**src/hw/axi_lite_conv_pkg.sv**
```systemverilog
/*
 * AXI4 to AXI4-Lite converter package
 * Holds the response codes, the ID and user widths and the records that
 * the write and read paths keep for every transaction in flight
 */
`default_nettype none

package axi_lite_conv_pkg;

  typedef logic [1:0] resp_t;

  localparam resp_t RESP_OKAY   = 2'b00;
  localparam resp_t RESP_SLVERR = 2'b10;

  // Default upstream ID and user widths
  localparam int ID_W   = 8;
  localparam int USER_W = 8;

  typedef logic [7:0] len_t;

  // One outstanding write, reject marks a burst that is answered locally
  typedef struct packed {
    logic [ID_W-1:0]   id;
    logic [USER_W-1:0] user;
    logic              reject;
  } wr_pend_t;

  // One outstanding read, len tells a reject how many beats to return
  typedef struct packed {
    logic [ID_W-1:0]   id;
    logic [USER_W-1:0] user;
    len_t              len;
    logic              reject;
  } rd_pend_t;

endpackage

`default_nettype wire

```
**src/hw/axi_lite_rd_conv.sv**
```systemverilog
/*
 * AXI4 to AXI4-Lite read path
 * Forwards single-beat reads to the Lite slave and answers bursts with
 * zero-data SLVERR beats counted out from the pending queue head
 */
`timescale 1ns/1ps
`default_nettype none

module axi_lite_rd_conv #(
  parameter int ADDR_W      = 32,
  parameter int DATA_W      = 32,
  parameter int NUM_PENDING = 2
) (
  input  wire                                 clk,
  input  wire                                 arst_n,
  input  logic [axi_lite_conv_pkg::ID_W-1:0]   ar_id,
  input  logic [ADDR_W-1:0]                   ar_addr,
  input  axi_lite_conv_pkg::len_t             ar_len,
  input  logic [2:0]                          ar_prot,
  input  logic [axi_lite_conv_pkg::USER_W-1:0] ar_user,
  input  logic                                ar_valid,
  output logic                                ar_ready,
  output logic [axi_lite_conv_pkg::ID_W-1:0]   r_id,
  output logic [DATA_W-1:0]                   r_data,
  output axi_lite_conv_pkg::resp_t            r_resp,
  output logic                                r_last,
  output logic [axi_lite_conv_pkg::USER_W-1:0] r_user,
  output logic                                r_valid,
  input  logic                                r_ready,
  output logic [ADDR_W-1:0]                   lite_ar_addr,
  output logic [2:0]                          lite_ar_prot,
  output logic                                lite_ar_valid,
  input  logic                                lite_ar_ready,
  input  logic [DATA_W-1:0]                   lite_r_data,
  input  axi_lite_conv_pkg::resp_t            lite_r_resp,
  input  logic                                lite_r_valid,
  output logic                                lite_r_ready
);

  logic                        q_full;
  logic                        q_empty;
  logic                        q_push;
  logic                        q_pop;
  axi_lite_conv_pkg::rd_pend_t q_head;
  axi_lite_conv_pkg::rd_pend_t q_data;
  axi_lite_conv_pkg::len_t     beat_cnt;
  logic                        ar_single;
  logic                        r_fire;

  assign ar_single = (ar_len == '0);

  // Single beats need the slave, bursts only need queue space
  assign lite_ar_addr  = ar_addr;
  assign lite_ar_prot  = ar_prot;
  assign lite_ar_valid = ar_valid && !q_full && ar_single;
  assign ar_ready      = ar_valid && !q_full && (ar_single ? lite_ar_ready : 1'b1);

  assign q_push        = ar_valid && ar_ready;
  assign q_data.id     = ar_id;
  assign q_data.user   = ar_user;
  assign q_data.len    = ar_len;
  assign q_data.reject = !ar_single;

  pending_queue #(
    .entry_t (axi_lite_conv_pkg::rd_pend_t),
    .DEPTH   (NUM_PENDING)
  ) u_queue (
    .clk       (clk),
    .arst_n    (arst_n),
    .push      (q_push),
    .push_data (q_data),
    .pop       (q_pop),
    .head      (q_head),
    .empty     (q_empty),
    .full      (q_full)
  );

  // A reject head streams len plus one zero beats, a forwarded read one beat
  assign r_valid      = !q_empty && (q_head.reject || lite_r_valid);
  assign r_id         = q_head.id;
  assign r_user       = q_head.user;
  assign r_data       = q_head.reject ? '0 : lite_r_data;
  assign r_resp       = q_head.reject ? axi_lite_conv_pkg::RESP_SLVERR : lite_r_resp;
  assign r_last       = q_head.reject ? (beat_cnt == q_head.len) : 1'b1;
  assign lite_r_ready = r_ready && !q_empty && !q_head.reject;
  assign r_fire       = r_valid && r_ready;
  assign q_pop        = r_fire && r_last;

  // Counter returns to zero on the final beat, ready for the next head
  always_ff @(posedge clk or negedge arst_n) begin
    if (!arst_n) begin
      beat_cnt <= '0;
    end else if (r_fire && q_head.reject) begin
      beat_cnt <= r_last ? '0 : beat_cnt + 1'b1;
    end
  end

  // The counter never runs past the length of the burst at the head
  a_rej_cnt_range: assert property (@(posedge clk) disable iff (!arst_n)
    (!q_empty && q_head.reject) |-> (beat_cnt <= q_head.len))
    else $error("reject burst counter beyond len");

endmodule

`default_nettype wire

```
**src/hw/axi_lite_wr_conv.sv**
```systemverilog
/*
 * AXI4 to AXI4-Lite write path
 * Forwards single-beat writes to the Lite slave and drains bursts with a
 * local SLVERR; B responses come back in order from the pending queue
 */
`timescale 1ns/1ps
`default_nettype none

module axi_lite_wr_conv #(
  parameter int ADDR_W      = 32,
  parameter int DATA_W      = 32,
  parameter int NUM_PENDING = 2
) (
  input  wire                                 clk,
  input  wire                                 arst_n,
  input  logic [axi_lite_conv_pkg::ID_W-1:0]   aw_id,
  input  logic [ADDR_W-1:0]                   aw_addr,
  input  axi_lite_conv_pkg::len_t             aw_len,
  input  logic [2:0]                          aw_prot,
  input  logic [axi_lite_conv_pkg::USER_W-1:0] aw_user,
  input  logic                                aw_valid,
  output logic                                aw_ready,
  input  logic [DATA_W-1:0]                   w_data,
  input  logic [DATA_W/8-1:0]                 w_strb,
  input  logic                                w_last,
  input  logic                                w_valid,
  output logic                                w_ready,
  output logic [axi_lite_conv_pkg::ID_W-1:0]   b_id,
  output axi_lite_conv_pkg::resp_t            b_resp,
  output logic [axi_lite_conv_pkg::USER_W-1:0] b_user,
  output logic                                b_valid,
  input  logic                                b_ready,
  output logic [ADDR_W-1:0]                   lite_aw_addr,
  output logic [2:0]                          lite_aw_prot,
  output logic                                lite_aw_valid,
  input  logic                                lite_aw_ready,
  output logic [DATA_W-1:0]                   lite_w_data,
  output logic [DATA_W/8-1:0]                 lite_w_strb,
  output logic                                lite_w_valid,
  input  logic                                lite_w_ready,
  input  axi_lite_conv_pkg::resp_t            lite_b_resp,
  input  logic                                lite_b_valid,
  output logic                                lite_b_ready
);

  typedef enum logic {ST_ADDR, ST_DATA} state_t;

  state_t                          state;
  logic [axi_lite_conv_pkg::ID_W-1:0]   cur_id;
  logic [axi_lite_conv_pkg::USER_W-1:0] cur_user;
  logic                            cur_reject;
  logic                            q_full;
  logic                            q_empty;
  logic                            q_push;
  logic                            q_pop;
  axi_lite_conv_pkg::wr_pend_t     q_head;
  axi_lite_conv_pkg::wr_pend_t     q_data;
  logic                            aw_single;
  logic                            aw_open;
  logic                            w_fire;

  assign aw_single = (aw_len == '0);
  // A new AW may start only once the previous W beats are done
  assign aw_open   = (state == ST_ADDR) && !q_full;

  // Single beats go straight through, bursts are taken here in one cycle
  assign lite_aw_addr  = aw_addr;
  assign lite_aw_prot  = aw_prot;
  assign lite_aw_valid = aw_valid && aw_open && aw_single;
  assign aw_ready      = aw_valid && aw_open && (aw_single ? lite_aw_ready : 1'b1);

  assign lite_w_data  = w_data;
  assign lite_w_strb  = w_strb;
  assign lite_w_valid = w_valid && (state == ST_DATA) && !cur_reject;
  // Rejected bursts are drained without waiting on the slave
  assign w_ready      = w_valid && (state == ST_DATA) && (cur_reject || lite_w_ready);
  assign w_fire       = w_valid && w_ready;

  always_ff @(posedge clk or negedge arst_n) begin
    if (!arst_n) begin
      state      <= ST_ADDR;
      cur_reject <= 1'b0;
    end else if (state == ST_ADDR) begin
      if (aw_valid && aw_ready) begin
        state      <= ST_DATA;
        cur_reject <= !aw_single;
      end
    end else if (w_fire && (w_last || !cur_reject)) begin
      state <= ST_ADDR;
    end
  end

  always_ff @(posedge clk) begin
    if (aw_valid && aw_ready) begin
      cur_id   <= aw_id;
      cur_user <= aw_user;
    end
  end

  // The record enters the queue on the last W beat of the write
  assign q_push        = (state == ST_DATA) && w_fire && (w_last || !cur_reject);
  assign q_data.id     = cur_id;
  assign q_data.user   = cur_user;
  assign q_data.reject = cur_reject;

  pending_queue #(
    .entry_t (axi_lite_conv_pkg::wr_pend_t),
    .DEPTH   (NUM_PENDING)
  ) u_queue (
    .clk       (clk),
    .arst_n    (arst_n),
    .push      (q_push),
    .push_data (q_data),
    .pop       (q_pop),
    .head      (q_head),
    .empty     (q_empty),
    .full      (q_full)
  );

  // B is built from the head, locally for a reject or from the slave otherwise
  assign b_valid      = !q_empty && (q_head.reject || lite_b_valid);
  assign b_id         = q_head.id;
  assign b_user       = q_head.user;
  assign b_resp       = q_head.reject ? axi_lite_conv_pkg::RESP_SLVERR : lite_b_resp;
  assign lite_b_ready = b_ready && !q_empty && !q_head.reject;
  assign q_pop        = b_valid && b_ready;

  // An offered address stays on lite_aw until the slave takes it
  a_lite_aw_hold: assert property (@(posedge clk) disable iff (!arst_n)
    (lite_aw_valid && !lite_aw_ready) |=> (lite_aw_valid && $stable(lite_aw_addr)))
    else $error("lite_aw_valid dropped or lite_aw_addr changed before the transfer");

  // The slave sees one beat per write, so that beat has to close the burst
  a_fwd_w_last: assert property (@(posedge clk) disable iff (!arst_n)
    (lite_w_valid && lite_w_ready) |-> w_last)
    else $error("forwarded W beat without last");

endmodule

`default_nettype wire

```
**src/hw/axi_to_axi_lite.sv**
```systemverilog
/*
 * AXI4 to AXI4-Lite converter
 * Joins the independent write and read paths between an AXI4 master and
 * a Lite register slave of the same address and data width
 */
`timescale 1ns/1ps
`default_nettype none

module axi_to_axi_lite #(
  parameter int ADDR_W         = 32,
  parameter int DATA_W         = 32,
  parameter int NUM_PENDING_WR = 2,
  parameter int NUM_PENDING_RD = 2
) (
  input  wire                                 clk,
  input  wire                                 arst_n,
  input  logic [axi_lite_conv_pkg::ID_W-1:0]   aw_id,
  input  logic [ADDR_W-1:0]                   aw_addr,
  input  axi_lite_conv_pkg::len_t             aw_len,
  input  logic [2:0]                          aw_prot,
  input  logic [axi_lite_conv_pkg::USER_W-1:0] aw_user,
  input  logic                                aw_valid,
  output logic                                aw_ready,
  input  logic [DATA_W-1:0]                   w_data,
  input  logic [DATA_W/8-1:0]                 w_strb,
  input  logic                                w_last,
  input  logic                                w_valid,
  output logic                                w_ready,
  output logic [axi_lite_conv_pkg::ID_W-1:0]   b_id,
  output axi_lite_conv_pkg::resp_t            b_resp,
  output logic [axi_lite_conv_pkg::USER_W-1:0] b_user,
  output logic                                b_valid,
  input  logic                                b_ready,
  input  logic [axi_lite_conv_pkg::ID_W-1:0]   ar_id,
  input  logic [ADDR_W-1:0]                   ar_addr,
  input  axi_lite_conv_pkg::len_t             ar_len,
  input  logic [2:0]                          ar_prot,
  input  logic [axi_lite_conv_pkg::USER_W-1:0] ar_user,
  input  logic                                ar_valid,
  output logic                                ar_ready,
  output logic [axi_lite_conv_pkg::ID_W-1:0]   r_id,
  output logic [DATA_W-1:0]                   r_data,
  output axi_lite_conv_pkg::resp_t            r_resp,
  output logic                                r_last,
  output logic [axi_lite_conv_pkg::USER_W-1:0] r_user,
  output logic                                r_valid,
  input  logic                                r_ready,
  output logic [ADDR_W-1:0]                   lite_aw_addr,
  output logic [2:0]                          lite_aw_prot,
  output logic                                lite_aw_valid,
  input  logic                                lite_aw_ready,
  output logic [DATA_W-1:0]                   lite_w_data,
  output logic [DATA_W/8-1:0]                 lite_w_strb,
  output logic                                lite_w_valid,
  input  logic                                lite_w_ready,
  input  axi_lite_conv_pkg::resp_t            lite_b_resp,
  input  logic                                lite_b_valid,
  output logic                                lite_b_ready,
  output logic [ADDR_W-1:0]                   lite_ar_addr,
  output logic [2:0]                          lite_ar_prot,
  output logic                                lite_ar_valid,
  input  logic                                lite_ar_ready,
  input  logic [DATA_W-1:0]                   lite_r_data,
  input  axi_lite_conv_pkg::resp_t            lite_r_resp,
  input  logic                                lite_r_valid,
  output logic                                lite_r_ready
);

  // Writes own AW, W and B
  axi_lite_wr_conv #(
    .ADDR_W      (ADDR_W),
    .DATA_W      (DATA_W),
    .NUM_PENDING (NUM_PENDING_WR)
  ) u_wr (
    .clk (clk), .arst_n (arst_n),
    .aw_id (aw_id), .aw_addr (aw_addr), .aw_len (aw_len), .aw_prot (aw_prot),
    .aw_user (aw_user), .aw_valid (aw_valid), .aw_ready (aw_ready),
    .w_data (w_data), .w_strb (w_strb), .w_last (w_last),
    .w_valid (w_valid), .w_ready (w_ready),
    .b_id (b_id), .b_resp (b_resp), .b_user (b_user),
    .b_valid (b_valid), .b_ready (b_ready),
    .lite_aw_addr (lite_aw_addr), .lite_aw_prot (lite_aw_prot),
    .lite_aw_valid (lite_aw_valid), .lite_aw_ready (lite_aw_ready),
    .lite_w_data (lite_w_data), .lite_w_strb (lite_w_strb),
    .lite_w_valid (lite_w_valid), .lite_w_ready (lite_w_ready),
    .lite_b_resp (lite_b_resp), .lite_b_valid (lite_b_valid),
    .lite_b_ready (lite_b_ready)
  );

  // Reads own AR and R and run alongside writes
  axi_lite_rd_conv #(
    .ADDR_W      (ADDR_W),
    .DATA_W      (DATA_W),
    .NUM_PENDING (NUM_PENDING_RD)
  ) u_rd (
    .clk (clk), .arst_n (arst_n),
    .ar_id (ar_id), .ar_addr (ar_addr), .ar_len (ar_len), .ar_prot (ar_prot),
    .ar_user (ar_user), .ar_valid (ar_valid), .ar_ready (ar_ready),
    .r_id (r_id), .r_data (r_data), .r_resp (r_resp), .r_last (r_last),
    .r_user (r_user), .r_valid (r_valid), .r_ready (r_ready),
    .lite_ar_addr (lite_ar_addr), .lite_ar_prot (lite_ar_prot),
    .lite_ar_valid (lite_ar_valid), .lite_ar_ready (lite_ar_ready),
    .lite_r_data (lite_r_data), .lite_r_resp (lite_r_resp),
    .lite_r_valid (lite_r_valid), .lite_r_ready (lite_r_ready)
  );

endmodule

`default_nettype wire

```
**src/hw/pending_queue.sv**
```systemverilog
/*
 * Pending transaction queue
 * Small in-order FIFO for the records of transactions in flight; the
 * payload type is a parameter so reads and writes share one design
 */
`timescale 1ns/1ps
`default_nettype none

module pending_queue #(
  parameter type entry_t = logic [7:0],
  parameter int  DEPTH   = 2
) (
  input  wire    clk,
  input  wire    arst_n,
  input  logic   push,
  input  entry_t push_data,
  input  logic   pop,
  output entry_t head,
  output logic   empty,
  output logic   full
);

  localparam int PTR_W = (DEPTH > 1) ? $clog2(DEPTH) : 1;
  localparam int CNT_W = $clog2(DEPTH + 1);

  entry_t             mem [DEPTH];
  logic [PTR_W-1:0]   wr_ptr;
  logic [PTR_W-1:0]   rd_ptr;
  logic [CNT_W-1:0]   count;

  // Storage has no reset, only the pointers decide what is valid
  always_ff @(posedge clk) begin
    if (push) begin
      mem[wr_ptr] <= push_data;
    end
  end

  always_ff @(posedge clk or negedge arst_n) begin
    if (!arst_n) begin
      wr_ptr <= '0;
      rd_ptr <= '0;
      count  <= '0;
    end else begin
      if (push) begin
        wr_ptr <= (wr_ptr == PTR_W'(DEPTH - 1)) ? '0 : wr_ptr + 1'b1;
      end
      if (pop) begin
        rd_ptr <= (rd_ptr == PTR_W'(DEPTH - 1)) ? '0 : rd_ptr + 1'b1;
      end
      // Occupancy only moves when exactly one side is active
      if (push && !pop) begin
        count <= count + 1'b1;
      end else if (pop && !push) begin
        count <= count - 1'b1;
      end
    end
  end

  assign head  = mem[rd_ptr];
  assign empty = (count == '0);
  assign full  = (count == CNT_W'(DEPTH));

  // The paths only accept a request while there is space
  a_no_push_full: assert property (@(posedge clk) disable iff (!arst_n)
    !(push && full))
    else $error("pending_queue push while full");

  // A response must never be taken without a record behind it
  a_no_pop_empty: assert property (@(posedge clk) disable iff (!arst_n)
    !(pop && empty))
    else $error("pending_queue pop while empty");

endmodule

`default_nettype wire

```
**config.mk**
```make
export PLATFORM = sky130hd
export DESIGN_NAME = axi_to_axi_lite
export DESIGN_NICKNAME = d
export VERILOG_FILES = /design/src/hw/axi_lite_conv_pkg.sv /design/src/hw/axi_lite_rd_conv.sv /design/src/hw/axi_lite_wr_conv.sv /design/src/hw/axi_to_axi_lite.sv /design/src/hw/pending_queue.sv
export SDC_FILE = /design/constraint.sdc
export NUM_CORES = 1
export LEC_CHECK = 0
export BUFFER_PORTS_ARGS = -buffer_cell sky130_fd_sc_hd__clkbuf_2
export CORE_AREA = 2 2 151 153
export CTS_CLUSTER_SIZE = 14
export DETAILED_ROUTE_END_ITERATION = 6
export DIE_AREA = 0 0 153 155
export GPL_TIMING_DRIVEN = 0
export PLACE_DENSITY = 0.52
export SLEW_MARGIN = 20
export SYNTH_ARGS = -nofsm -noshare
export SYNTH_HDL_FRONTEND = slang
export SYNTH_SLANG_ARGS = --single-unit
```
**constraint.sdc**
```tcl
create_clock -name clk -period 4.55 [get_ports clk]
set_clock_uncertainty 0.1 [all_clocks]
set_input_delay 1.1375 -clock clk [delete_from_list [all_inputs] [get_ports clk]]
set_output_delay 1.1375 -clock clk [all_outputs]
set_load 0.05 [all_outputs]
```
After elaboration in Yosys (flattened, before gate mapping):

Memories as Yosys holds them, arrays and structs flattened.
Cells that the tools add are included.

* bits in registers: 34
* bits in latches: 0
* RAM bits: 84
* memory bits (read-only): 0
* input bits: 203
* output and inout port bits: 185
* logic and storage cells: 102
* memories kept: 2

* add/subtract/negate cells: 9
* multipliers: 0
* div/mod/pow operators: 0
* $lt $le $gt $ge: 0
* equal/unequal tests: 3
* shift-type cells: 0
* muxes and demuxes: 22
* bitwise logic cells: 1
* reductions and logical operators: 54

Memories
* u_rd.u_queue.mem: words 2, width 25, rd ports 1, clocked after memory_dff 0, wr ports 1, line pending_queue.sv:26 `entry_t mem [DEPTH];`
* u_wr.u_queue.mem: words 2, width 17, rd ports 1, clocked after memory_dff 0, wr ports 1, line pending_queue.sv:26

Operators with widths (count)
* $mux 32: 1
* $logic_and 1x1->1: 30
* $logic_not 8->1: 2
* $mux 1: 14
* $logic_not 1->1: 13
* $mux 2: 6
* $add 8x1->8 const B: 1
* $eq 8x8->1: 1
* $mux 8: 1
* $add 1x1->1 const B: 4
* $add 2x1->2 const B: 2
* $eq 2x2->1 const B: 2
* $logic_not 2->1: 2
* $logic_or 1x1->1: 4
* $reduce_bool 2->1: 2
* $sub 2x1->2 const B: 2
* $reduce_and 2->1: 1
* $not 1->1: 1

Logic depth before layout (Yosys ltp):

* word-level depth: 9
* depth in mapped cells: 10
* depth with buffers taken out: 9

Modules after synthesis:

A second synthesis with hierarchy kept.

* cells, all modules: 416
* area, all modules: 5885.6 um^2

By module, submodules not included
* pending_queue at u_rd.u_queue: times used 1, cells an instance 94, area an instance 2092.0 um^2, seq. area each 1601.5 um^2
* pending_queue at u_wr.u_queue: times used 1, cells an instance 69, area an instance 1463.9 um^2, seq. area each 1121.1 um^2
* axi_lite_wr_conv: times used 1, cells an instance 115, area an instance 1247.4 um^2, seq. area each 530.5 um^2
* axi_lite_rd_conv: times used 1, cells an instance 138, area an instance 1082.3 um^2, seq. area each 200.2 um^2

Worst setup path after synthesis:

No wires, ideal clock.

* kind: input to register
* start: input w_valid
* end: memory u_wr.u_queue.mem[0][0] in the netlist's numbering (enable)
* setup time: 0.391 ns
* arrival: 3.093 ns
* required time: 4.059 ns
* path slack: 0.967 ns
* cell stages on the path: 4
* path buffers: 0
* cells stage by stage: nand2_1 nor2_1 o21ai_0 nor2_1

* cells in the longest elaborated chain, start to end: 7

RTL lines
* start: declaration: line axi_to_axi_lite.sv:27 `input logic w_valid,`
* $logic_and 1x1->1 (2 in series): line axi_lite_wr_conv.sv:76 `assign w_ready = w_valid && (state == ST_DATA) && (cur_reject || lite_w_ready);`
* net w_ready: line axi_to_axi_lite.sv:28 `output logic w_ready,`
* $logic_and 1x1->1: line axi_lite_wr_conv.sv:77 `assign w_fire = w_valid && w_ready;`
* $logic_and 1x1->1 (2 in series): line axi_lite_wr_conv.sv:101 `assign q_push = (state == ST_DATA) && w_fire && (w_last || !cur_reject);`
* $mux 1: line pending_queue.sv:33 `if (push) begin`
* $mux 1 (implied by the code): line pending_queue.sv:34 `mem[wr_ptr] <= push_data;`
* end: declaration: line pending_queue.sv:26

The timed path passes the listed nets, and every way through them passes these cells.

Worst setup path in the final report:

* start: input ar_len[5]
* end: output ar_ready

* cells in the longest elaborated chain, start to end: 3

RTL lines
* start: declaration: line axi_to_axi_lite.sv:36 `input axi_lite_conv_pkg::len_t ar_len,`
* $logic_not 8->1: line axi_lite_rd_conv.sv:50 `assign ar_single = (ar_len == '0);`
* $mux 1: line axi_lite_rd_conv.sv:56 `assign ar_ready = ar_valid && !q_full && (ar_single ? lite_ar_ready : 1'b1);`
* $logic_and 1x1->1: line axi_lite_rd_conv.sv:56
* end: declaration: line axi_to_axi_lite.sv:40 `output logic ar_ready,`

No other way between the ends.

==> impl_metrics.yaml <==
run_status:
  status: "finished, final reports clean"
routing:
  drc: 0
  ant_nets: 0
  drtIter0Drc: 142
  routedWlPerCell_um: 15.4
  drtPass1Iterations: 4
  vias: 4115
  drt-vias-per-instance: 4.00
  routed_wl_um: 15900
clock_network:
  cts_buffers: 17
  hold_buffers: 0
  path_clk_slew_ns: 0.05
  cts.sinks: 118
  cts_root_buf: "clkbuf_16"
  post_cts_resized: 0
  htreeDepth: 4
  cts_setup_buffers: 0
  cts_tree: "done"
  insertion_delay_ns: 0.41
  cts_buffer_depth: 2
timing:
  worst_pin_slew_ns: 0.921
  max_freq_ghz: 0.244
  hold_viol: 0
  timing.final.crit_share_pct: 90.2
  slew_headroom_pct: 38.6
  rsz0062_at_grt: "no"
  period_needed_ns: 4.10
  setup_violations: 0
  slew_viol_final: 0
  fin_hold_ws_ns: 0.343
  tns_ns: 0
critical_path:
  r2r-end: "u_rd.u_queue.count[1]$_DFFE_PN0P_"
  crit_chain: "clkbuf_2 -> nor4_1 -> nand2_1 -> o21ai_0 -> inv_1 -> clkbuf_2"
  r2r_slack_ns: 1.91
  worstPathRequired_ns: 3.31
  worstReg2RegStart: "u_rd.u_queue.rd_ptr$_DFFE_PN0P_"
  slowest_delay_ns: 0.69
  slowest_stage: "o21ai_0"
  cp-start-kind: "input port"
  arrival_ns: 2.87
  crit_type: "input port to primary output"
  reg2reg_depth: 9
  path_max_fanout: 4
  end_kind: "primary output"
  crit_top_cell: "clkbuf_2"
grt:
  grt_max_degree: 22
  antenna_found_initial: 0
  grt_remaining_overflow: 0
  grt_pass1_vias: 3979
  grt_usage_pct: 13.0
  grtUsageMet1_pct: 17.2
  grt_use_met3_pct: 5.07
  grt_busiest_layer: "met2"
  grt_pass1_wl_um: 23000
  grtUsageMet2_pct: 20.1
synth:
  ys.flop_type: "edfxtp_1"
  postSynthCellCount: 428
  ys_warn_count: 0
  avgSynthCellArea_um2: 13.4
  synth.top_cell.area_share_pct: 52.2
  syn-num-nets: 634
  yosysTopAreaCell: "edfxtp_1"
  syn_area_um2: 5750
  synth_area_leaders: "edfxtp_1 52%, buf_4 14%, dfrtp_1 7.8%"
  async_flop_share_pct: 15.3
  synth_edf_count: 100
  yosysUniqueCellTypes: 42
  seq_area_frac_synth_pct: 60.1
  ys_ff_latch: 118
worst_hold_path:
  hp-class: "flip-flop to flip-flop"
  holdCritStartpoint: "u_wr.cur_id[0]$_DFFE_PP_"
  hold-path-endpoint: "u_wr.u_queue.mem[1][9]$_DFFE_PP_"
  holdPathStages: 0
floorplanning:
  start_util_pct: 25.9
  dieHeight_um: 155
  die_w_um: 153
  io_pins: 388
  core_um2: 22200
  dieArea_um2: 23700
  rows: 55
power:
  irDropWorstVdd_mv: 0.293
  leakagePower_uw: 0.00381
  power_uw: 4860
  power.density_nw_per_um2: 590
finish:
  multi_input_comb_area_um2: 1440
  fill_cells: 2157
  drive_above_1_share_pct: 62.0
  areaGrowthSynthToFinish_pct: 43.2
  final_common_cell: "clkbuf_2"
  diodes: 0
  final_core_util_pct: 37.1
  final_cell_mix: "281 x clkbuf_2, 106 x buf_4, 100 x edfxtp_1"
  layout.nets: 937
  seq_area_um2: 3450
placed_design:
  routabilityCongestion: 0.737
  portBuffers: 281
  dp_hpwl_um: 12800
job:
  maxCapViolations: 0
==> where the power goes <==
part | switching, µW | leakage, µW | internal (µW)
logic | 1270 | 0.00240 | 577
clock network | 458 | 0.000309 | 963
registers | 127 | 0.00111 | 1470
total | 1850 | 0.00381 | 3010
==> metal layers <==
layer | wire, µm | vias up
li1 | - | 2023
met4 | 117 | 0
met5 | 0 | -
met1 | 7140 | 1884
met2 | 7390 | 197
met3 | 1250 | 11
==> Yosys cell counts, types with 2 or more instances <==
library cell / count
dfrtp_1: 18
and3_1: 3
xnor2_1: 12
ha_1: 3
mux2i_1: 10
and2_1: 36
nand2b_1: 3
buf_4: 106
a22oi_1: 4
nor2b_1: 2
or3_1: 3
or4_1: 2
o21ai_0: 9
a21o_1: 6
nand3_1: 3
o21a_1: 2
clkbuf_1: 8
xor2_1: 5
o22a_1: 2
edfxtp_1: 100
inv_1: 9
nand2_1: 15
nor2_1: 12
nor4_1: 4
mux2_2: 34
==> kinds of logic (layout without fill, tap and decap cells) <==
| group | count (synthesis) | in the layout | share of synthesized area, % |
|---|---|---|---|
| adder cells (fa/ha/maj) | 3 | 3 | 0.653 |
| AND/OR/NAND/NOR | 89 | 89 | 9.14 |
| multiplexers | 44 | 44 | 8.40 |
| AO/OA/AOI/OAI | 33 | 33 | 4.00 |
| flip-flops | 118 | 118 | 60.1 |
| buffers and inverters | 124 | 440 | 15.1 |
| XOR/XNOR | 17 | 17 | 2.59 |
==> per-stage QoR <==
| step | instance area [µm²] | setup slack, ns | instances |
|---|---|---|---|
| 2_1_floorplan | 5750 | 0.967 | 428 |
| 3_3_place_gp | 7510 | 0.568 | 994 |
| 3_5_place_dp | 7600 | 0.395 | 997 |
| 4_1_cts | 8240 | 0.384 | 1029 |
| 5_1_grt | 8240 | 0.306 | 1029 |
| 6_report | 8240 | 0.445 | 1029 |
==> area by class of cell <==
| type | count | area share, % |
|---|---|---|
| sequential | 118 | 41.9 |
| timing repair buffer | 284 | 17.9 |
| multi-input combinational | 186 | 17.5 |
| buffer | 115 | 10.2 |
| clock buffer | 17 | 5.17 |
| tap | 285 | 4.33 |
| clock inverter | 15 | 2.55 |
| inverter | 9 | 0.410 |
==> flip-flops by register name (all words and copies together) (netlist names) <==
name                 cells
u_rd.beat_cnt            8
u_rd.u_queue.count       2
u_rd.u_queue.mem        50
u_rd.u_queue.rd_ptr      1
u_rd.u_queue.wr_ptr      1
u_wr.cur_id              8
u_wr.cur_reject          1
u_wr.cur_user            8
u_wr.state               1
u_wr.u_queue.count       2
u_wr.u_queue.mem        34
u_wr.u_queue.rd_ptr      1
u_wr.u_queue.wr_ptr      1
==> critical path: cells and delay by family <==
kind | cells | cell delay (ns)
simple gates | 2 | 0.56
buf+inv | 3 | 0.47
compound gates | 1 | 0.69
==> worst max path at each step <==
stage / from / to / slack, ns / depth (start not counted)
final: ar_len[5] / ar_ready / 0.45 / 6
after global routing: ar_len[5] / ar_ready / 0.31 / 6
after CTS: ar_len[5] / ar_ready / 0.38 / 6
after detailed placement: ar_len[5] / ar_ready / 0.39 / 6
after global placement: ar_valid / u_rd.u_queue.mem[0][17]$_DFFE_PP_ / 0.57 / 4
after floorplan: w_valid / u_wr.u_queue.mem[0][0]$_DFFE_PP_ / 0.97 / 4
Note: power is estimated with default switching activity, not from simulation.
